### src/design/vic_loader_pkg.sv
////////////////////////////////////////////////////////////
// Shared types and constants of the VIC-20 loader
// Offsets in dl_stream_t are byte offsets into the file
////////////////////////////////////////////////////////////
package vic_loader_pkg;

	////////////////////////////////////////////////////////////
	// Host side structures
	////////////////////////////////////////////////////////////

	// Download stream from the host, one byte per write strobe
	typedef struct packed {
		logic        download;
		logic [7:0]  index;
		logic [24:0] addr;
		logic [7:0]  data;
		logic        wr;
	} dl_stream_t;

	// One write into the core configuration memory
	typedef struct packed {
		logic        wr;
		logic [15:0] addr;
		logic [7:0]  data;
	} cfg_wr_t;

	// User options as levels
	typedef struct packed {
		logic       extram1;
		logic [1:0] extram2;
		logic       extram3;
		logic       cart_wr;
		logic       pal;
		logic       tape_play_btn;
		logic       tape_unload;
	} host_opts_t;

	////////////////////////////////////////////////////////////
	// File indices and address map
	////////////////////////////////////////////////////////////

	localparam logic [7:0] IDX_ROM      = 8'd0;
	localparam logic [7:0] IDX_PRG      = 8'd1;
	localparam logic [7:0] IDX_CART     = 8'd2;
	localparam logic [7:0] IDX_CART_EXT = 8'd3;
	localparam logic [7:0] IDX_TAPE     = 8'd5;

	localparam logic [15:0] PRG_LIMIT  = 16'hA000;
	localparam logic [15:0] CART_LIMIT = 16'hC000;

	// Kernal lives at file offset $4000-$7FFF
	localparam logic [15:0] ROM_WIN_LO = 16'h4000;
	localparam logic [15:0] ROM_WIN_HI = 16'h8000;
	localparam logic [15:0] ROM_OFFSET = 16'h8000;

	// BASIC pointers patched after a PRG load, entry 0 first
	localparam logic [7:0][15:0] PRG_PTR_ADDR = {
		16'h00AF, 16'h00AE, 16'h0032, 16'h0031,
		16'h0030, 16'h002F, 16'h002E, 16'h002D
	};

	localparam int BLK_W   = 5;
	localparam int TAPE_AW = 12;

	////////////////////////////////////////////////////////////
	// Clock enables and LED
	////////////////////////////////////////////////////////////

	localparam logic [31:0] CE_STEP   = 32'd32000000;
	localparam logic [31:0] FREQ_PAL  = 32'd35468944;
	localparam logic [31:0] FREQ_NTSC = 32'd32727260;

	localparam int ACT_W = 27;

endpackage
### src/design/activity_led.sv
////////////////////////////////////////////////////////////
// User LED, solid while downloading, PWM with a tape loaded
////////////////////////////////////////////////////////////
`timescale 1ns/10ps

module activity_led (
	input  logic                       clk_sys,
	input  vic_loader_pkg::dl_stream_t dl_i,
	input  logic                       tape_play_i,
	input  logic                       tape_loaded_i,
	output logic                       led_o
);

	localparam int AW = vic_loader_pkg::ACT_W;

	logic [AW-1:0] act_cnt = '0;
	logic [7:0]    cnt_hi;
	logic [7:0]    cnt_lo;
	logic          pwm;

	// Faster breathing while the tape plays
	always_ff @(posedge clk_sys) begin
		act_cnt <= act_cnt + (tape_play_i ? AW'(8) : AW'(1));
	end

	assign cnt_hi = act_cnt[AW-2 -: 8];
	assign cnt_lo = act_cnt[7:0];

	// Top bit picks the ramp direction
	assign pwm = act_cnt[AW-1] ? (cnt_hi > cnt_lo) : (cnt_hi <= cnt_lo);

	assign led_o = dl_i.download | (tape_loaded_i & pwm);

endmodule

### config.mk
export PLATFORM = sky130hd
export DESIGN_NAME = activity_led
export DESIGN_NICKNAME = d
export VERILOG_FILES = /design/src/design/vic_loader_pkg.sv /design/src/design/activity_led.sv
export SDC_FILE = /design/constraint.sdc
export NUM_CORES = 1
export LEC_CHECK = 0
export ABC_AREA = 1
export BUFFER_PORTS_ARGS = -buffer_cell sky130_fd_sc_hd__buf_2
export CAP_MARGIN = 30
export CORE_MARGIN = 2
export CORE_UTILIZATION = 30
export DETAILED_ROUTE_END_ITERATION = 10
export PLACE_DENSITY_LB_ADDON = 0.12
export SETUP_SLACK_MARGIN = 0.5
export SYNTH_ARGS = -nofsm -noshare
export SYNTH_HDL_FRONTEND = slang
export SYNTH_SLANG_ARGS = --single-unit
### constraint.sdc
create_clock -name clk_sys -period 3.81 [get_ports clk_sys]
set_input_delay 1.143 -clock clk_sys [delete_from_list [all_inputs] [get_ports clk_sys]]
set_output_delay 1.143 -clock clk_sys [all_outputs]
set_load 0.02 [all_outputs]
Word-level counts from Yosys, hierarchy flattened. Cells that the tools add are included. Widths: inputs -> output; s select.

Register bits: 27. Bits of input ports: 46. Output and inout bits: 1. Logic and storage cells: 8.

Add/subtract/negate cells: 1. Magnitude comparators: 2. Multiplexer cells: 2. Bitwise logic cells: 2.

Operators with widths (count): $add 27x4->27 (1); $gt 8x8->1 (1); $le 8x8->1 (1); $mux 4 (1); $and 1x1->1 (1); $mux 1 (1); $or 1x1->1 (1).

Longest topological paths before layout.
Depth after elaboration: 4. Depth in mapped cells: 13. Gate-level depth less buffers: 13.

Least setup slack after synthesis. Ideal clock, no wire load.

Path type: input port to output port. From: in tape_loaded_i. To: out led_o. Arrival: 1.355 ns. Data required time: 2.667 ns. Path slack: 1.312 ns. Cell stages on the path: 2. Path buffers: 0. Path through: nand3_1 > nand2_1.

Longest elaborated chain between the ends: 2.

RTL lines: from (decl) (line activity_led.sv:10) `input logic tape_loaded_i,`; $and 1x1->1 (line activity_led.sv:32) `assign led_o = dl_i.download | (tape_loaded_i & pwm);`; $or 1x1->1 (line activity_led.sv:32); to (decl) (line activity_led.sv:11) `output logic led_o`.

Every way passes these cells.

Worst setup path in the final report.
From: reg act_cnt[6]. To: out led_o.

Longest elaborated chain between the ends: 4. Elaborated cells on any way between the ends: 5. Those cells by class: order compare (2); mux (1); bitwise (2).

RTL lines: from (decl) (line activity_led.sv:16) `logic [AW-1:0] act_cnt = '0;`; from (signal assigned) (line activity_led.sv:23) `act_cnt <= act_cnt + (tape_play_i ? AW'(8) : AW'(1));`; $le 8x8->1 / $gt 8x8->1 (equally long branches) (line activity_led.sv:30) `assign pwm = act_cnt[AW-1] ? (cnt_hi > cnt_lo) : (cnt_hi <= cnt_lo);`; $mux 1 (*) (line activity_led.sv:30); $and 1x1->1 (*) (line activity_led.sv:32); $or 1x1->1 (*) (line activity_led.sv:32).

Every way passes the cells marked *; elsewhere a longest branch is shown, timed or not.

==> metrics.md <==
| Metric | Value |
|---|---|
| Top delay family on crit path | `simple AND/OR/NAND/NOR gates` |
| Die Wd | `75.4 um` |
| Pwr per Cell Area | `500 mW/mm^2` |
| GRT Util Overall | `12.1%` |
| Post-route DRC | `0` |
| WL per Instance | `10.6 um` |
| Hold endpoint | `act_cnt[0]` |
| Synth area leaders | `dfxtp_1 (35%), nand2_1 (11%), xor2_1 (9.7%)` |
| Die H | `75.4 um` |
| Crit path buffers/inverters | `2` |
| Hold Fails Final Rpt | `0` |
| Yosys top cell area share | `35.4%` |
| Final instance area | `0.00168 sq mm` |
| Critical path fanouts, max | `4` |
| Avg Cell Area, Syn | `7.84 sq um` |
| Routability cong. | `0.757` |
| Max reg flops | `27` |
| Post CTS Setup Buffer Count | `0` |
| VDD IR max | `0.138 mV` |
| Total Nets Final | `261` |
| First-pass GRT wire length | `5100 um` |
| Crit-path max cell delay | `420 ps` |
| Status | `complete, no violations` |
| CTS Sinks | `27` |
| Slew at the pin with the worst max-slew slack | `453 ps` |
| Worst hold path startpoint | `act_cnt[0]` |
| Fin crit share | `77.9%` |
| Final WL | `2850 um` |
| FF-to-FF setup slack | `2070 ps` |
| Share of cells above drive strength 1 | `14.3%` |
| Die area | `0.00568 sq mm` |
| Number of port buffers | `4` |
| Clock Latency Late Sink | `280 ps` |
| Worst R2R Start | `act_cnt[0]` |
| Global route overflow | `0` |
| Hold depth | `1` |
| WP data required | `2670 ps` |
| Yosys reg bits | `27` |
| Initial antenna violation count | `0` |
| Syn_nets | `252` |
| Dpl hpwl | `2380 um` |
| CP Cell Sequence | `inv_1 -> ha_1 -> nand2_1 -> nor2_1 -> nand4_1 -> nand2_1 -> nand2_1 -> nand3_1 -> nand2_1 -> buf_2` |
| Critical path endpoint category | `output port` |
| R2R depth | `8` |
| Mapped Cells | `195` |
| CTS tree | `yes` |
| Top flop regs | `act_cnt (27)` |
| Slew Viols, Final | `0` |
| Leakage | `0.814 nW` |
| Startpoint Class | `flip-flop` |
| Starting Density | `31.7%` |
| # IOs | `47` |
| Clock-pin slew on the worst setup and hold paths | `100 ps` |
| Maximum buffer depth of the clock tree | `2` |
| Relative slew slack | `69.6%` |
| # Max-Cap Violations | `0` |
| # diodes | `0` |
| Crit path DAT | `1820 ps` |
| Critical path type | `flip-flop to output port` |
| Post-CTS sizing | `0` |
| Core Rows | `25` |
| Setup violators final | `0` |
| Post-Layout Cell Count | `270` |
| RR Endpoint | `act_cnt[26]` |
| Synthesized area | `0.00153 sq mm` |
| Setup TNS | `0 ps` |
| Hold_buf cts | `0` |
| Area leader, netlist | `dfxtp_1` |
| Largest net degree at the start of global routing | `17` |
| Unique masters post-synth | `23` |
| DRT Pass-1 Iters | `6` |
| Worst hold path class | `flip-flop to flip-flop` |
| Biggest register | `act_cnt` |
| Final Critical Period | `2970 ps` |
| Vias in the first global route | `1078` |
| Root Buffer | `clkbuf_8` |
| Critical path depth | `10` |
| Sequential-to-total area share from yosys stat | `35.4%` |
| Hold Slack | `483 ps` |
| Max Fclk | `0.337 GHz` |
| Detailed router's first-iteration violation count | `41` |
| Core area | `0.00482 sq mm` |
| Routed vias/inst | `4.11` |
| Cell total after placement | `266` |
| RSZ-0062 raised after global routing | `no` |
| CP most frequent cell | `nand2_1` |
| Total number of vias | `1109` |
| Antenna Nets Post-Route | `0` |
| Htree depth | `1` |
| Setup Skew | `7.67 ps` |
| Area post-placement | `0.00163 sq mm` |
| TritonCTS Buffers | `3` |
| CP max stage cell | `dfxtp_1` |
| Ys Warns | `0` |
| Layout area overhead | `9.98%` |
-- cell families after synthesis --
kind of cell | after synthesis | share of synthesized area [%]
fa+ha+maj | 11 | 9.00
buf+inv | 32 | 7.86
flops | 27 | 35.4
xor+xnor | 20 | 11.5
compound gates | 8 | 3.76
simple gates | 97 | 32.6
-- cell type report --
cell class                      count  area (sq um)
Multi-Input combinational cell    136           868
Inverter                           32           120
Sequential cell                    27           541
Clock inverter                      1          7.51
Tap cell                           67          83.8
Clock buffer                        3          41.3
Timing Repair Buffer                4          20.0
Fill cell                         538          3140
-- metal layers --
metal  share of wire (%)  wire length (um)  GRT usage, %  vias up
met5                   0                 0             0        -
met4                0.77                22          4.09        0
met3                 2.9                84          1.98        2
met2                  42              1200          17.4       14
met1                  54              1540          18.1      466
li1                    -                 -             -      627
-- per-stage QoR --
stage               util [%]  power [mW]  setup slack (ps)
floorplan                  -       0.622              1310
global placement        33.9       0.684              1030
detailed placement      33.9       0.683              1030
CTS                     34.9       0.860               791
global route            34.9       0.917               682
finish                  34.9       0.841               842
-- cells in the mapped netlist (all sizes together) --
library cell	instances
nand3b	2
xor2	17
inv	32
a21o	1
nand4	6
xnor2	3
nor2	23
nor3	9
nand2	51
o21ai	5
ha	11
a21oi	2
dfxtp	27
nand3	6
-- where the power goes --
group	total, mW	internal (mW)	switching [mW]
registers	0.405	0.346	0.0590
logic	0.264	0.0973	0.167
clock network	0.172	0.0744	0.0972
total	0.841	0.518	0.323
-- worst max path at each step --
stage	slack, ps	end	start
2_1_floorplan	1310	led_o	tape_loaded_i
3_3_place_gp	1030	act_cnt[26]	tape_play_i
3_5_place_dp	1030	act_cnt[26]	tape_play_i
4_1_cts	790	led_o	act_cnt[6]
5_1_grt	680	led_o	act_cnt[6]
6_report	840	led_o	act_cnt[6]
-- cell usage in the layout, fill, tap and decap left out --
master,synthesis,routed
inv_1,31,31
nor3_1,5,5
a21o_1,1,1
dfxtp_1,27,27
a21oi_1,2,2
o21ai_2,1,1
nand2_1,43,43
ha_1,11,11
nor2_4,3,3
inv_2,1,1
nor2_1,18,18
o21ai_1,3,3
nor2_2,2,2
clkbuf_8,0,3
nand3b_1,2,2
xnor2_1,3,3
nand3_1,5,5
nor3_2,2,2
xor2_1,17,17
nand3_4,1,1
o21ai_4,1,1
clkinvlp_4,0,1
nor3_4,2,2
nand4_1,6,6
buf_2,0,4
nand2_2,8,8
Note: power is estimated with default switching activity, not from simulation.
