===== config.mk =====
export PLATFORM = sky130hd
export DESIGN_NAME = tape_player
export DESIGN_NICKNAME = d
export VERILOG_FILES = /design/src/design/vic_loader_pkg.sv /design/src/design/tape_player.sv
export SDC_FILE = /design/constraint.sdc
export NUM_CORES = 1
export LEC_CHECK = 0
export ABC_CLOCK_PERIOD_IN_PS = 3000
export BUFFER_PORTS_ARGS = -buffer_cell sky130_fd_sc_hd__buf_2
export CAP_MARGIN = 20
export CORE_MARGIN = 2
export CORE_UTILIZATION = 40
export CTS_BUF_LIST = sky130_fd_sc_hd__clkbuf_8
export CTS_CLUSTER_DIAMETER = 80
export DETAILED_ROUTE_END_ITERATION = 8
export PLACE_DENSITY_LB_ADDON = 0.12
export SLEW_MARGIN = 10
export SYNTH_ARGS = -nofsm -noshare
export SYNTH_HDL_FRONTEND = slang
export SYNTH_SLANG_ARGS = --single-unit

===== constraint.sdc =====
create_clock -name clk_sys -period 3 [get_ports clk_sys]
set_input_delay 0.6 -clock clk_sys [delete_from_list [all_inputs] [get_ports clk_sys]]
set_output_delay 0.6 -clock clk_sys [all_outputs]
set_load 0.02 [all_outputs]

===== src/design/vic_loader_pkg.sv =====
////////////////////////////////////////////////////////////
// Shared types and constants of the VIC-20 loader
// Offsets in dl_stream_t are byte offsets into the file
////////////////////////////////////////////////////////////
package vic_loader_pkg;

	////////////////////////////////////////////////////////////
	// Host side structures
	////////////////////////////////////////////////////////////

	// Download stream from the host, one byte per write strobe
	typedef struct packed {
		logic        download;
		logic [7:0]  index;
		logic [24:0] addr;
		logic [7:0]  data;
		logic        wr;
	} dl_stream_t;

	// One write into the core configuration memory
	typedef struct packed {
		logic        wr;
		logic [15:0] addr;
		logic [7:0]  data;
	} cfg_wr_t;

	// User options as levels
	typedef struct packed {
		logic       extram1;
		logic [1:0] extram2;
		logic       extram3;
		logic       cart_wr;
		logic       pal;
		logic       tape_play_btn;
		logic       tape_unload;
	} host_opts_t;

	////////////////////////////////////////////////////////////
	// File indices and address map
	////////////////////////////////////////////////////////////

	localparam logic [7:0] IDX_ROM      = 8'd0;
	localparam logic [7:0] IDX_PRG      = 8'd1;
	localparam logic [7:0] IDX_CART     = 8'd2;
	localparam logic [7:0] IDX_CART_EXT = 8'd3;
	localparam logic [7:0] IDX_TAPE     = 8'd5;

	localparam logic [15:0] PRG_LIMIT  = 16'hA000;
	localparam logic [15:0] CART_LIMIT = 16'hC000;

	// Kernal lives at file offset $4000-$7FFF
	localparam logic [15:0] ROM_WIN_LO = 16'h4000;
	localparam logic [15:0] ROM_WIN_HI = 16'h8000;
	localparam logic [15:0] ROM_OFFSET = 16'h8000;

	// BASIC pointers patched after a PRG load, entry 0 first
	localparam logic [7:0][15:0] PRG_PTR_ADDR = {
		16'h00AF, 16'h00AE, 16'h0032, 16'h0031,
		16'h0030, 16'h002F, 16'h002E, 16'h002D
	};

	localparam int BLK_W   = 5;
	localparam int TAPE_AW = 12;

	////////////////////////////////////////////////////////////
	// Clock enables and LED
	////////////////////////////////////////////////////////////

	localparam logic [31:0] CE_STEP   = 32'd32000000;
	localparam logic [31:0] FREQ_PAL  = 32'd35468944;
	localparam logic [31:0] FREQ_NTSC = 32'd32727260;

	localparam int ACT_W = 27;

endpackage

===== src/design/tape_player.sv =====
////////////////////////////////////////////////////////////
// Tape load into the buffer and byte streaming to the deck
// Images longer than 4 KB wrap inside the buffer
////////////////////////////////////////////////////////////
`timescale 1ns/10ps

module tape_player (
	input  logic                               clk_sys,
	input  logic                               reset,
	input  vic_loader_pkg::dl_stream_t         dl_i,
	input  vic_loader_pkg::host_opts_t         opts_i,
	input  logic                               tape_full_i,
	output logic                               buf_wr_o,
	output logic                               buf_rd_o,
	output logic [vic_loader_pkg::TAPE_AW-1:0] buf_addr_o,
	output logic [7:0]                         buf_data_o,
	input  logic [7:0]                         buf_data_i,
	input  logic                               buf_ready_i,
	output logic                               wait_o,
	output logic                               tape_byte_strobe_o,
	output logic [7:0]                         tape_byte_o,
	output logic                               tape_play_o,
	output logic                               tape_loaded_o
);

	typedef enum logic [1:0] {
		ST_IDLE,
		ST_READ,
		ST_HOLD
	} play_state_t;

	play_state_t                      state;
	logic [vic_loader_pkg::TAPE_AW:0] play_addr;
	logic [vic_loader_pkg::TAPE_AW:0] last_addr;
	logic                             loading;
	logic                             restart;
	logic                             btn_q;
	logic                             rd_issue;

	assign loading = dl_i.download && (dl_i.index == vic_loader_pkg::IDX_TAPE);
	assign restart = reset | loading | opts_i.tape_unload;

	assign tape_loaded_o = (play_addr < last_addr);

	// No reads while a host write is still in the buffer
	assign rd_issue = ~restart & (state == ST_IDLE) & ~buf_wr_o & ~wait_o &
		~tape_full_i & tape_loaded_o;

	// Byte leaves only while the deck FIFO has room
	assign tape_byte_strobe_o = (state == ST_HOLD) & ~tape_full_i;

	////////////////////////////////////////////////////////////
	// Host write path and stall
	////////////////////////////////////////////////////////////
	always_ff @(posedge clk_sys) begin
		if (reset) begin
			buf_wr_o <= 1'b0;
			wait_o   <= 1'b0;
		end else begin
			buf_wr_o <= loading & dl_i.wr;
			if (loading && dl_i.wr)
				wait_o <= 1'b1;
			else if (!buf_wr_o && buf_ready_i)
				wait_o <= 1'b0;
		end
	end

	////////////////////////////////////////////////////////////
	// Play state and streaming
	////////////////////////////////////////////////////////////
	always_ff @(posedge clk_sys) begin
		btn_q <= opts_i.tape_play_btn;
		if (restart) begin
			// One extra byte past the end, the deck checks its FIFO early
			last_addr <= loading ? {1'b0, dl_i.addr[vic_loader_pkg::TAPE_AW-1:0]} + 2'd2 : '0;
			play_addr   <= '0;
			tape_play_o <= loading;
			buf_rd_o    <= 1'b0;
			state       <= ST_IDLE;
		end else begin
			buf_rd_o <= rd_issue;
			if (opts_i.tape_play_btn && !btn_q)
				tape_play_o <= ~tape_play_o;
			case (state)
				ST_IDLE: begin
					if (rd_issue)
						state <= ST_READ;
				end
				ST_READ: begin
					if (buf_ready_i)
						state <= ST_HOLD;
				end
				ST_HOLD: begin
					if (!tape_full_i) begin
						play_addr <= play_addr + 1'b1;
						state     <= ST_IDLE;
					end
				end
				default: state <= ST_IDLE;
			endcase
		end
	end

	// Buffer address, write data and the byte held for the deck
	always_ff @(posedge clk_sys) begin
		if (loading && dl_i.wr) begin
			buf_addr_o <= dl_i.addr[vic_loader_pkg::TAPE_AW-1:0];
			buf_data_o <= dl_i.data;
		end else if (rd_issue) begin
			buf_addr_o <= play_addr[vic_loader_pkg::TAPE_AW-1:0];
		end
		if (state == ST_READ && buf_ready_i)
			tape_byte_o <= buf_data_i;
	end

endmodule


### Yosys cells after proc, flatten, opt, wreduce, memory -nomap -nowiden

Cells that the tools add are included.
Widths: inputs -> output; s select.

| word-level totals | value |
|---|---|
| register bits | 61 |
| logic and storage cells | 57 |

| cells by class | value |
|---|---|
| bitwise logic cells | 14 |
| reductions and logical operators | 13 |
| magnitude comparators | 1 |
| mux-type cells | 10 |
| equality and inequality tests | 6 |
| add/subtract/negate cells | 2 |

Operators with widths:

| operator | count |
|---|---|
| $mux 12 | 2 |
| $add 12x2->13 const B | 1 |
| $add 13x1->13 const B | 1 |
| $lt 13x13->1 | 1 |
| $eq 8x3->1 const B | 1 |
| $and 1x1->1 | 7 |
| $mux 2 | 3 |
| $ne 2x2->1 const B | 3 |
| $pmux 2 s3 | 1 |
| $reduce_bool 2->1 | 3 |
| $logic_and 1x1->1 | 5 |
| $not 1->1 | 5 |
| $mux 1 | 4 |
| $reduce_and 3->1 | 1 |
| $eq 2x1->1 const B | 1 |
| $eq 2x2->1 const B | 1 |
| $logic_not 1->1 | 2 |
| $logic_not 2->1 | 1 |
| $or 1x1->1 | 2 |
| $reduce_and 2->1 | 1 |

### Depth between registers and ports, before layout

| depth | value |
|---|---|
| depth in word-level cells | 12 |
| depth in mapped cells | 7 |
| mapped depth without buffers | 7 |

### Least setup slack after synthesis

OpenSTA, ideal clock, no wires.

| timing path | value |
|---|---|
| kind | in2reg |
| from | in dl_i[38] (netlist name) |
| to | reg buf_addr_o[0] (netlist name), enable pin |
| arrival | 1.975 ns |
| setup time | 0.350 ns |
| path slack | 0.674 ns |
| stages | 5 |
| path buffers | 1 |
| path through | or4b_4 nor3_4 nand2_4 buf_6 nand2_1 |

| between the ends | value |
|---|---|
| word-level cells in the longest chain between the ends | 11 |
| elaborated cells on any way between the ends | 12 |
| those cells by class | 1 x eq/ne; 8 x bitwise; 3 x reduce/logical |

Ends and longest elaborated chain:

| item | line | source |
|---|---|---|
| start: declaration | tape_player.sv:10 | `input vic_loader_pkg::dl_stream_t dl_i,` |
| $eq 8x3->1 * | tape_player.sv:40 | `assign loading = dl_i.download && (dl_i.index == vic_loader_pkg::IDX_TAPE);` |
| $logic_and 1x1->1 * | tape_player.sv:40 |  |
| $or 1x1->1 (2 in a row) | tape_player.sv:41 | `assign restart = reset \| loading \| opts_i.tape_unload;` |
| $not 1->1 | tape_player.sv:46 | `assign rd_issue = ~restart & (state == ST_IDLE) & ~buf_wr_o & ~wait_o &` |
| $and 1x1->1 (4 in a row) | tape_player.sv:46 |  |
| $and 1x1->1 | tape_player.sv:47 | `~tape_full_i & tape_loaded_o;` |
| $reduce_bool 2->1 (no source line) * | - |  |
| end signal: assignment | tape_player.sv:107 | `buf_addr_o <= dl_i.addr[vic_loader_pkg::TAPE_AW-1:0];` |
| end signal: assignment | tape_player.sv:110 | `buf_addr_o <= play_addr[vic_loader_pkg::TAPE_AW-1:0];` |
| end: declaration | tape_player.sv:15 | `output logic [vic_loader_pkg::TAPE_AW-1:0] buf_addr_o,` |

Every way passes the cells marked *; elsewhere a longest branch is shown, timed or not.
A chain may end at the register's enable or synchronous reset.

### Worst setup path in the final report

| timing path | value |
|---|---|
| from | reg play_addr[11] (netlist name) |
| to | out tape_loaded_o |

| between the ends | value |
|---|---|
| word-level cells in the longest chain between the ends | 1 |

Ends and longest elaborated chain:

| item | line | source |
|---|---|---|
| start: declaration | tape_player.sv:33 | `logic [vic_loader_pkg::TAPE_AW:0] play_addr;` |
| start signal: assignment | tape_player.sv:95 | `play_addr <= play_addr + 1'b1;` |
| $lt 13x13->1 | tape_player.sv:43 | `assign tape_loaded_o = (play_addr < last_addr);` |
| end: declaration | tape_player.sv:23 | `output logic tape_loaded_o` |

No other way between the ends.

==> out/qor.yml <==
status: "finished, final reports clean"
place_hpwl_um: 4350
ys_seq_area_share_pct: 58.4
post_drt_wl_per_cell_um: 13.8
p_int_w: 0.00152
synth_warnings: 0
critPathBufInv: 2
combinationalPowerShare_pct: 5.4
synthMuxAreaShare_pct: 5.56
core-area_um2: 6790
grt_setup_unrepaired: "false"
num_vias: 1997
grt_overflow_total: 0
max_slew_margin_pct: 74.1
p_per_area_nw_per_um2: 526
avgSynthCellArea_um2: 12.2
maxSlewViolCount: 0
initial_core_util_pct: 41.4
final_core_util_pct: 52.8
cts_buffers: 9
drtAntennaViolNets: 0
die_y_um: 87.9
synth-adder-area-share_pct: 6.23
synthCells: 231
wl_um: 5820
critPathTopFamily: "compound AO/OA/AOI/OAI gates"
switching_power_w: 0.000364
std_cell_rows: 30
clockPowerShare_pct: 46.1
synth_compound_area_share_pct: 5.34
setup_violations: 0
grt_pass1_wl_um: 8960
multiInputGateArea_um2: 1080
seqPwrFrac_pct: 48.5
hold_viol: 0
p_total_w: 0.00189
cts_tree: "built"
area.growth.synth_to_final_pct: 27.6
antenna_cells: 0
antenna_found_initial: 0
cts_buffer_depth: 2
holdBufCountCts: 0
cts_setup_buffers: 0
drt_pass1_iterations: 4
clkSinkCount: 61
worstHoldStart: "opts_i[1]"
clock_latency_ns: 0.33
drc_errors: 0
swShare_pct: 19.3
slowest_stage: "a2111oi_0"
dieArea_um2: 7720
synth_edf_count: 42
path_class: "reg -> out"
synth-simple-area-share_pct: 15.7
path_cells: "ha_1, nand4_1, a2111oi_0, o21ai_0, nand2_1, inv_1, buf_2"
clock_skew_ns: 0.00648
viasPerCell: 4.73
syn-num-nets: 308
routabilityCongestion: 0.746
cp.depth: 7
setup.worst_path.start: "play_addr[11]$_SDFFE_PP0P_"
worstSetupEndpointType: "output pin"
cts_resized: 0
synth_ff_type: "edfxtp_1"
final_net_count: 398
grtUsageTotal_pct: 15.8
fin_cells: 422
synth_xor_xnor_area_share_pct: 5.60
ir_drop_mv: 0.250
first_iter_violations: 41
critPathMaxFanout: 4
fillers: 635
drive_above_1_share_pct: 34.7
finalSetupTns_ns: 0
die_w_um: 87.9
htree_levels: 3
synth_cell_type_count: 37
clkTransAtPathRegs_ns: 0.07
cellLeakagePower_nw: 1.57
worst_r2r_startpoint: "play_addr[11]$_SDFFE_PP0P_"
cts_root_buffer: "clkbuf_8"
dp_cells: 406
max_freq_mhz: 369
grt_max_degree: 30
cpPeakStageDelay_ns: 0.41
worstRegToRegCells: 7
arrival_ns: 2.11
hold_path.class: "in -> reg"
grt_pass1_vias: 1863
worstPathRequired_ns: 2.40
synthArstFlopShare_pct: 0
worstMarginPinSlew_ns: 0.379
portBuffers: 77
min_period_over_period_pct: 90.4
min_period_ns: 2.71
cap_violations: 0
hold-worst-slack_ns: 0.381
seqCellArea_um2: 1640
pin_count: 97
whs_path_depth: 1
synth_top_family_by_area: "simple AND/OR/NAND/NOR gates"
start_kind: "flop"
synthesis.area_um2: 2810
yosys_register_bits: 61
-- cells by family (layout without fill, tap and decap cells) --
family / count (synthesis) / after routing
xor+xnor: 18 / 18
mux: 12 / 12
compound gates: 24 / 24
fa+ha+maj: 14 / 14
simple gates: 80 / 80
flops: 61 / 61
buf+inv: 22 / 117
-- Yosys cell counts, types with 2 or more instances --
master    number  area share (%)
mux2_4         6             3.2
ha_1          14             6.2
xor2_1        10             3.1
dfxtp_1       19              14
nand2_1       13             1.7
xnor2_1        8             2.5
inv_1         19             2.5
and4_1         3            0.93
mux2_2         5             2.0
nand4_1        4            0.89
a21oi_1       10             1.8
nor2_1        23             3.1
and2_1         3            0.67
nor3_1         4            0.71
nand2b_1       2            0.44
and3_1         7             1.6
nand3_1        9             1.6
or3_1          5             1.1
o21ai_0        8             1.4
edfxtp_1      42              45
-- stage by stage --
step	area, um^2	setup slack [ns]
finish	3590	0.287
global route	3590	0.00615
CTS	3590	0.251
detailed placement	3350	0.514
global placement	3350	0.510
floorplan	2810	0.674
-- registers in the layout, summed over array words and instances (netlist names) --
signal / count
tape_byte_o: 8
buf_addr_o: 12
tape_play_o: 1
state: 2
play_addr: 13
buf_data_o: 8
buf_rd_o: 1
wait_o: 1
last_addr: 13
btn_q: 1
buf_wr_o: 1
-- power groups by stage --
stage,registers [W],clock network [W],logic [W]
after detailed placement,0.000934,0,0.000104
after floorplan,0.000940,0,0.0000401
after CTS,0.000916,0.000886,0.000104
final,0.000916,0.000869,0.000102
after global routing,0.000916,0.000923,0.000114
after global placement,0.000934,0,0.000101
-- placed cells by master, fill, tap and decap left out, types with 2 or more instances in the layout --
master / instances
clkbuf_8: 10
xnor2_1: 8
nand2_1: 13
dfxtp_1: 19
buf_4: 4
edfxtp_1: 42
nand4_1: 4
nand3_1: 9
buf_2: 77
mux2_2: 5
and3_1: 7
a21oi_1: 10
or3_1: 5
mux2_4: 6
bufinv_16: 3
and4_1: 3
nor3_1: 4
ha_1: 14
nor2_1: 23
inv_1: 21
nand2b_1: 2
and2_1: 3
o21ai_0: 8
xor2_1: 10
-- layer usage --
layer | vias to the layer above | wire length, um | global-route usage [%]
met2 | 64 | 2790 | 26.2
met5 | - | 0 | 0
met1 | 915 | 2610 | 19.3
met4 | 0 | 65 | 7.55
met3 | 7 | 352 | 3.77
li1 | 1011 | - | -
-- path summary, 6_finish.rpt --
path	to	slack [ns]
max	tape_loaded_o	0.29
min reg2reg	wait_o$_SDFFE_PP0P_	0.50
max reg2reg	buf_addr_o[4]$_DFFE_PP_	0.70
min	btn_q$_DFF_P_	0.38
-- area by class of cell --
type,instances,area share (%)
flip-flops and latches,61,45.7
multi-input cells,148,30.1
repair buffers,82,12.1
clock buffers,10,3.84
well taps,96,3.35
clock inverters,6,2.86
inverters,19,1.99
Note: power is estimated with default switching activity, not from simulation.
