**src/design/vic_loader_pkg.sv**
```systemverilog
////////////////////////////////////////////////////////////
// Shared types and constants of the VIC-20 loader
// Offsets in dl_stream_t are byte offsets into the file
////////////////////////////////////////////////////////////
package vic_loader_pkg;

	////////////////////////////////////////////////////////////
	// Host side structures
	////////////////////////////////////////////////////////////

	// Download stream from the host, one byte per write strobe
	typedef struct packed {
		logic        download;
		logic [7:0]  index;
		logic [24:0] addr;
		logic [7:0]  data;
		logic        wr;
	} dl_stream_t;

	// One write into the core configuration memory
	typedef struct packed {
		logic        wr;
		logic [15:0] addr;
		logic [7:0]  data;
	} cfg_wr_t;

	// User options as levels
	typedef struct packed {
		logic       extram1;
		logic [1:0] extram2;
		logic       extram3;
		logic       cart_wr;
		logic       pal;
		logic       tape_play_btn;
		logic       tape_unload;
	} host_opts_t;

	////////////////////////////////////////////////////////////
	// File indices and address map
	////////////////////////////////////////////////////////////

	localparam logic [7:0] IDX_ROM      = 8'd0;
	localparam logic [7:0] IDX_PRG      = 8'd1;
	localparam logic [7:0] IDX_CART     = 8'd2;
	localparam logic [7:0] IDX_CART_EXT = 8'd3;
	localparam logic [7:0] IDX_TAPE     = 8'd5;

	localparam logic [15:0] PRG_LIMIT  = 16'hA000;
	localparam logic [15:0] CART_LIMIT = 16'hC000;

	// Kernal lives at file offset $4000-$7FFF
	localparam logic [15:0] ROM_WIN_LO = 16'h4000;
	localparam logic [15:0] ROM_WIN_HI = 16'h8000;
	localparam logic [15:0] ROM_OFFSET = 16'h8000;

	// BASIC pointers patched after a PRG load, entry 0 first
	localparam logic [7:0][15:0] PRG_PTR_ADDR = {
		16'h00AF, 16'h00AE, 16'h0032, 16'h0031,
		16'h0030, 16'h002F, 16'h002E, 16'h002D
	};

	localparam int BLK_W   = 5;
	localparam int TAPE_AW = 12;

	////////////////////////////////////////////////////////////
	// Clock enables and LED
	////////////////////////////////////////////////////////////

	localparam logic [31:0] CE_STEP   = 32'd32000000;
	localparam logic [31:0] FREQ_PAL  = 32'd35468944;
	localparam logic [31:0] FREQ_NTSC = 32'd32727260;

	localparam int ACT_W = 27;

endpackage
```
**src/design/clock_enables.sv**
```systemverilog
////////////////////////////////////////////////////////////
// Core enable every 4th cycle, drive enable by accumulator
// pal_i may change at any time, the rate follows at once
////////////////////////////////////////////////////////////
`timescale 1ns/10ps

module clock_enables (
	input  logic clk_sys,
	input  logic reset,
	input  logic pal_i,
	output logic core_ce_o,
	output logic drive_ce_o
);

	logic [1:0]  div;
	logic [31:0] acc;
	logic [31:0] acc_sum;
	logic [31:0] freq;

	assign freq    = pal_i ? vic_loader_pkg::FREQ_PAL : vic_loader_pkg::FREQ_NTSC;
	assign acc_sum = acc + vic_loader_pkg::CE_STEP;

	// Divide by 4
	always_ff @(posedge clk_sys) begin
		if (reset) begin
			div       <= 2'd0;
			core_ce_o <= 1'b0;
		end else begin
			div       <= div + 2'd1;
			core_ce_o <= (div == 2'd0);
		end
	end

	////////////////////////////////////////////////////////////
	// Fractional drive enable
	////////////////////////////////////////////////////////////
	always_ff @(posedge clk_sys) begin
		if (reset) begin
			acc        <= '0;
			drive_ce_o <= 1'b0;
		end else if (acc_sum >= freq) begin
			acc        <= acc_sum - freq;
			drive_ce_o <= 1'b1;
		end else begin
			acc        <= acc_sum;
			drive_ce_o <= 1'b0;
		end
	end

endmodule

```
**config.mk**
```make
export PLATFORM = sky130hd
export DESIGN_NAME = clock_enables
export DESIGN_NICKNAME = d
export VERILOG_FILES = /design/src/design/vic_loader_pkg.sv /design/src/design/clock_enables.sv
export SDC_FILE = /design/constraint.sdc
export NUM_CORES = 1
export LEC_CHECK = 0
export BUFFER_PORTS_ARGS = -buffer_cell sky130_fd_sc_hd__buf_2
export CORE_UTILIZATION = 30
export CTS_BUF_LIST = sky130_fd_sc_hd__clkbuf_4 sky130_fd_sc_hd__clkbuf_8
export CTS_CLUSTER_DIAMETER = 50
export CTS_CLUSTER_SIZE = 12
export DETAILED_ROUTE_END_ITERATION = 6
export PLACE_DENSITY = 0.55
export SKIP_CTS_REPAIR_TIMING = 1
export SLEW_MARGIN = 20
export SYNTH_ARGS = -nofsm -noshare
export SYNTH_HDL_FRONTEND = slang
export SYNTH_SLANG_ARGS = --single-unit
```
**constraint.sdc**
```tcl
create_clock -name clk_sys -period 5.12 [get_ports clk_sys]
set_clock_uncertainty 0.1 [all_clocks]
set_input_delay 1.536 -clock clk_sys [delete_from_list [all_inputs] [get_ports clk_sys]]
set_output_delay 1.536 -clock clk_sys [all_outputs]
set_load 0.005 [all_outputs]
```
; After elaboration in Yosys (flattened, before gate mapping)
; Cells that the tools add are included.
; Widths: inputs -> output; s select.
[word_totals]
out_inout_bits = 2
input_bits = 3
mem_bits_rw = 0
elab_cells = 12
latch_bits = 0
mem_bits_ro = 0
ff_bits = 36
mem_count = 0
[op_classes]
bitwise = 0
add_sub_neg = 3
mul = 0
n_div = 0
reduce_logical = 1
n_mux = 3
n_shift = 0
eq_ne = 0
n_lt_le_gt_ge = 1
[op_table]
columns = operator, count
row1 = $add 32x25->32 const B, 1
row2 = $ge 32x26->1, 1
row3 = $mux 32, 1
row4 = $sub 32x26->32, 1
row5 = $mux 26, 1
row6 = $add 2x1->2 const B, 1
row7 = $logic_not 2->1, 1
row8 = $mux 1, 1

; Longest topological paths before layout
; Gate-level depths: netlist (run 1).
[logic_depth]
ltp_word = 3
mapped_depth = 17
mapped_depth_nobuf = 14

; Worst setup path before layout (run 1)
; No wires, ideal clock.
[synth_path]
kind = input-to-reg
from = input pal_i
to = register acc[16]
stages = 12
t_arrival_ps = 3891
path_slack_ps = 1001
path_cell_list = inv_1 > ha_1 > fa_1 > nand3b_1 > a21oi_1 > o211a_1 > a2bb2oi_1 > a21boi_2 > buf_2 > a21boi_0 > xnor2_1 > nor2_1
[synth_via]
elab_chain_len = 3
word_cells_on_any_way = 4
classes_between = add/sub (1) / order compare (1) / mux (2)
[synth_lines]
columns = item, line_no
row1 = start: declaration, clock_enables.sv:10  ; input logic pal_i,
row2 = $mux 26 (*), clock_enables.sv:20  ; assign freq = pal_i ? vic_loader_pkg::FREQ_PAL : vic_loader_pkg::FREQ_NTSC;
row3 = $sub 32x26->32 / $ge 32x26->1 (equally long branches), "clock_enables.sv:42, clock_enables.sv:41"
row4 = $mux 32 (*), clock_enables.sv:41  ; end else if (acc_sum >= freq) begin
row5 = end signal: assignment, clock_enables.sv:42  ; acc <= acc_sum - freq;
row6 = end signal: assignment, clock_enables.sv:45  ; acc <= acc_sum;
row7 = end: declaration, clock_enables.sv:16  ; logic [31:0] acc;
; Mark *: on every way between the ends. The rest lies on a longest branch, timed or not.
; A chain may end at the register's enable or synchronous reset.

; Final worst setup path (run 1)
[layout_path]
from = input pal_i
to = register acc[27]
; Same word-level chain as after synthesis.

==> results.cfg, run 1 <==
[outcome]
outcome = complete, no violations

[cts]
cts_tree = done
clk_latency_ns = 0.30
clock_sinks = 34
cts-root-buf = clkbuf_8
cts_max_level = 2
clock_path_buffers = 2
numCtsBuffers = 5
clkSlewWorstSetupHoldPaths_ns = 0.08

[routing]
wl_per_cell_um = 13.88
wirelength_um = 6649
avgViaCountPerCell = 5.104
final_antenna_net_count = 0
drt_first_pass_iters = 4
vias = 2445
dr.first_iter.drc_count = 171
drcViolationCount = 0

[sta]
fin_tns_setup_ns = 0
min_period_ns = 4.572
fmax_ghz = 0.2187
rsz0062_at_grt = false
maxSlewViolCount = 0
setup_viol = 0
worstMarginPinSlew_ns = 0.7149
slew_headroom_pct = 52.34
fin_crit_sh_pct = 89.30
hold_slack_ns = 0.3159
finalHoldViolations = 0

[setup_path]
end_kind = register
critPathRequiredTime_ns = 5.21
setup.worst_path.class = in2reg
startpoint_type = input pin
worstPathArrival_ns = 4.66
critPathMaxFanout = 15

[finish]
area_growth_pct = 7.685
diodes = 0
layout.nets = 370
post_route_cells_drive_above_1_share_pct = 10.57

[floorplan]
die-area_um2 = 9890
row_count = 35
die-width_um = 99.45
core_area_um2 = 9240
io_pins = 5
initial_core_util_pct = 30.83
die_y_um = 99.45

[yosys]
syn_inst = 356
ys_seq_area_share_pct = 23.89
synth_ff_type = dfxtp_1
ys_warn_count = 0
syn_area_um2 = 2849
avgSynthCellArea_um2 = 8.003
synth.net_count = 377
async_reset_ff_share_pct = 0
ys_ff_latch = 34
synth_enable_flop_cells = 0
ys_types = 64

[power]
p_seq_share_pct = 21.9
power_density_nw_per_um2 = 786.0
power_leakage_uw = 0.001185
peakVddDrop_mv = 0.3127
clkPwrFrac_pct = 12.6
cell_internal_pwr_uw = 1244
p_switching_uw = 1167
p_comb_share_pct = 65.5
switching_share_pct = 48.41

[flow_run]
maxCapViolCount = 0

[placed_design]
portBuffers = 4
dp_hpwl_um = 5060
gp_congestion = 0.8811

[global_routing]
grt_usage_pct = 14.52
grt_max_degree = 37
grt_pass1_wl_um = 11310
antenna_found_initial = 0
overflow = 0
grt_pass1_vias = 2276

[min_path]
min_path_type = reg2reg
[metrics by stage]
step / worst slack, ns / total power [µW] / utilization [%] / std cells / area [µm²]
6_report: 0.5477 / 2411 / 33.20 / 479 / 3068
5_1_grt: 0.2785 / 2645 / 33.20 / 479 / 3068
4_1_cts: 0.5570 / 2419 / 33.20 / 479 / 3068
3_5_place_dp: 0.2639 / 2099 / 31.71 / 471 / 2930
3_3_place_gp: 0.3754 / 2094 / 31.71 / 471 / 2930
2_1_floorplan: 1.001 / 1840 / - / 356 / 2849
[logic make-up after synthesis]
kind of cell	synth area share (%)
buf+inv	6.807
fa+ha+maj	8.169
compound gates	24.33
mux	2.591
simple gates	21.96
flops	23.89
xor+xnor	12.25
[registers in the layout, summed over array words and instances, names as in the netlist]
name,count
core_ce_o,1
acc,30
div,2
drive_ce_o,1
[critical path, stage by stage]
cell       delay, ns
buf_2           0.24
inv_1           0.23
ha_1            0.40
a21o_1          0.22
a211o_1         0.29
o211a_1         0.23
a2bb2oi_1       0.17
a21boi_2        0.55
nand2_4         0.26
nand4_1         0.18
mux2_2          0.33
[cell usage in the layout (no fill, tap or decap), types with 3 or more instances in the layout]
cell / count
inv_1: 19
clkbuf_8: 5
dfxtp_1: 34
nand3_1: 7
ha_1: 17
a211oi_2: 5
nand3b_1: 3
and2_1: 4
a31oi_1: 3
nor2_1: 36
nor3b_1: 3
buf_2: 4
o31ai_1: 3
nand2_1: 36
o21ai_0: 6
o21ai_1: 3
xnor2_1: 26
nor2b_1: 5
nand4_1: 10
a21o_1: 8
buf_4: 3
nand4b_1: 3
a211oi_1: 3
mux2i_1: 4
a21oi_1: 32
xor2_1: 12
or3_1: 4
a211o_1: 4
[power groups by stage]
stage / clock, µW / sequential (µW) / combinational [µW]
6_report: 304 / 528 / 1580
5_1_grt: 322 / 544 / 1780
4_1_cts: 311 / 526 / 1580
3_5_place_dp: 0 / 531 / 1570
3_3_place_gp: 0 / 529 / 1570
2_1_floorplan: 0 / 449 / 1390
[per-layer routing]
metal | GRT usage, % | routed length, µm | share of wire [%]
met1 | 19.14 | 3204 | 48
met2 | 24.63 | 3164 | 48
met3 | 2.389 | 221 | 3.3
met4 | 3.733 | 58 | 0.87
met5 | 0 | 0 | 0
[cells in the mapped netlist (3+ instances only)]
library cell  count  area share, %
nand2_1          36            4.7
nor2_1           36            4.7
dfxtp_1          34             24
a21oi_1          32            5.6
xnor2_1          26            8.0
inv_1            19            2.5
ha_1             17            7.5
xor2_1           12            3.7
nand4_1          10            2.2
a21o_1            8            2.1
clkbuf_1          8            1.1
nand3_1           7            1.2
o21ai_0           6            1.1
a211oi_2          5            2.2
buf_2             5           0.88
nor2b_1           5            1.1
a211o_1           4            1.2
and2_1            4           0.88
buf_6             4            1.6
mux2i_1           4            1.4
or3_1             4           0.88
a211oi_1          3           0.79
a31oi_1           3           0.66
nand3b_1          3           0.79
nand4b_1          3           0.92
nor3b_1           3           0.79
o21ai_1           3           0.53
o31ai_1           3           0.79
[path summary, 6_finish.rpt]
path | start | end | slack [ns] | depth (start not counted)
worst max-delay path | pal_i | acc[27] | 0.55 | 11
worst min-delay path | div[0] | div[0] | 0.32 | 1
worst max register to register | acc[11] | acc[27] | 0.68 | 13
worst min register to register | div[0] | div[0] | 0.32 | 1
[cell type report]
class / count / area, µm²
timing repair buffer: 7 / 42.54
inverter: 19 / 71.32
clock inverter: 3 / 68.82
fill: 982 / 6172
sequential: 34 / 680.7
multi-input combinational: 282 / 1974
clock buffer: 5 / 68.82
tap: 129 / 161.4
Power figures use the tool's default switching activity.
==> run 2, diff against run 1 <==
Settings changed: ABC_AREA set to 1.
==> results.cfg, run 2 <==
[sta]
maxSlewViolCount = 0
fmax_ghz = 0.2348
setup_slack_ns = 0.8602
fin_crit_sh_pct = 83.20
rsz0062_at_grt = false
setup_viol = 0
min_period_ns = 4.260
fin_tns_setup_ns = 0
worstMarginPinSlew_ns = 0.7370
slew_headroom_pct = 50.81
finalHoldViolations = 0

[yosys]
synth.net_count = 542
syn_inst = 521
avgSynthCellArea_um2 = 6.042
synth_enable_flop_cells = 0
async_reset_ff_share_pct = 0
synth_area_leaders = dfxtp_1 22%, nand2_1 18%, inv_1 8.6%
ys_seq_area_share_pct = 21.62
ys_warn_count = 0
syn_area_um2 = 3148
synth_most_common_cell = nand2_1
synth_ff_type = dfxtp_1
yosys-top-cells-count = 149 x nand2_1, 72 x inv_1, 57 x nor2_1, 37 x a21oi_1, 37 x nand3_1
ys_types = 38
yosys.area.top_type = dfxtp_1
ys_ff_latch = 34
synth_top_area_share_pct = 21.62

[placed_design]
pre_cts_slack_ns = 0.5684
portBuffers = 4
placed_area_um2 = 3281
dp_hpwl_um = 6410
gp_congestion = 0.8390
dp_cells = 653

[cts]
numCtsBuffers = 5
cts_max_level = 2
clk_latency_ns = 0.29
cts-root-buf = clkbuf_8
clkSlewWorstSetupHoldPaths_ns = 0.08
clock_sinks = 34
clock_path_buffers = 2
cts_tree = done

[floorplan]
initial_core_util_pct = 30.77
core_area_um2 = 10230
row_count = 37
die_y_um = 104.4
io_pins = 5
die-area_um2 = 10910
die-width_um = 104.4

[setup_path]
path_buf_inv = 4
crit_slowest_cell = nand3_4
worstPathArrival_ns = 4.34
critPathMaxFanout = 51
critPathRequiredTime_ns = 5.20
slowest_delay_ns = 0.45
end_kind = register
startpoint_type = input pin
path_cells = buf_2 > inv_1 > ha_1 > fa_1 > inv_1 > nand3_1 > nand3_1 > nand2_1 > nand2_1 > nand2_1 > nand2_2 > nand2_1 > nand2_2 > nand2_1 > nand3_4 > inv_2 > nand2_1 > a21oi_1
crit_path_frequent_cell = nand2_1
crit_family = simple AND/OR/NAND/NOR gates
setup.worst_path.class = in2reg

[global_routing]
grt_pass1_vias = 2942
grt_usage_pct = 15.47
antenna_found_initial = 0
grt_max_degree = 52
grt_pass1_wl_um = 13680
overflow = 0

[finish]
area_growth_pct = 7.830
final_cell_mix = 149 x nand2_1, 72 x inv_1, 57 x nor2_1
layout.nets = 545
diodes = 0
post_route_cells_drive_above_1_share_pct = 9.524
layout_commonest_cell = nand2_1
top_regs = acc (30), div (2)
fill_cells = 1122
largest-register = acc
stdcell_area_um2 = 3395
largest_register_ffs = 30
instances_no_fill = 661

[power]
power_density_nw_per_um2 = 711.5
power_leakage_uw = 0.001676
p_total_uw = 2415
peakVddDrop_mv = 0.3002

[routing]
final_antenna_net_count = 0
wirelength_um = 7988
vias = 3119
dr.first_iter.drc_count = 229
drt_first_pass_iters = 4
wl_per_cell_um = 12.08
drcViolationCount = 0
avgViaCountPerCell = 4.719

[min_path]
min_path_type = reg2reg

[outcome]
outcome = complete, no violations

[flow_run]
maxCapViolCount = 0
run 2: changes by cell type after synthesis, moves of 6 or more:
cell,before,now
clkbuf_1,8,2
nand2_1,36,149
xnor2_1,26,8
nor2_1,36,57
nand3_1,7,37
inv_1,19,72
o21ai_0,6,18
nand2_2,0,16
run 2: layer usage:
| metal | routed length [µm] | global-route usage (%) |
|---|---|---|
| met5 | 0 | 0 |
| met4 | 31 | 3.469 |
| met3 | 271 | 2.068 |
| met2 | 3790 | 26.25 |
| met1 | 3894 | 20.67 |
run 2: kinds of logic (layout without fill, tap and decap cells):
kind of cell	after synthesis	count (layout)	synth area share, %
and+or+nand+nor	293	293	41.97
AOI/OAI and AO/OA	71	71	12.28
adders and majority gates	18	18	7.393
buffers and inverters	84	88	10.89
DFF	34	34	21.62
xor gates and xnor gates	21	21	5.843
run 2: final timing paths:
| check | endpoint | cells past startpoint | slack, ns | start |
|---|---|---|---|---|
| max | acc[22] | 18 | 0.86 | pal_i |
| min | div[0] | 1 | 0.31 | div[0] |
| max reg2reg | acc[22] | 18 | 1.24 | acc[11] |
| min reg2reg | div[0] | 1 | 0.31 | div[0] |
run 2: area by class of cell:
cell class / count / area (µm²) / share of cell area (%)
flip-flops and latches: 34 / 680.7 / 20.05
clock buffers: 5 / 68.82 / 2.027
clock inverters: 3 / 45.04 / 1.327
well taps: 136 / 170.2 / 5.013
multi-input cells: 403 / 2125 / 62.59
repair buffers: 4 / 20.02 / 0.5898
inverters: 76 / 285.3 / 8.404
run 2: through the flow:
| stage | util (%) | hold slack (ns) |
|---|---|---|
| final | 33.18 | 0.3133 |
| after global routing | 33.18 | 0.3265 |
| after CTS | 33.18 | 0.3179 |
| after detailed placement | 32.07 | 0.3068 |
| after global placement | 32.07 | 0.3020 |
| after floorplan | - | 0.2925 |
run 2: report_power, final:
part | switching, µW | leakage, µW | total (µW) | internal [µW]
sequential | 99.5 | 0.000283 | 476 | 377
clock | 108 | 0.0000504 | 253 | 145
combinational | 1110 | 0.00134 | 1690 | 580
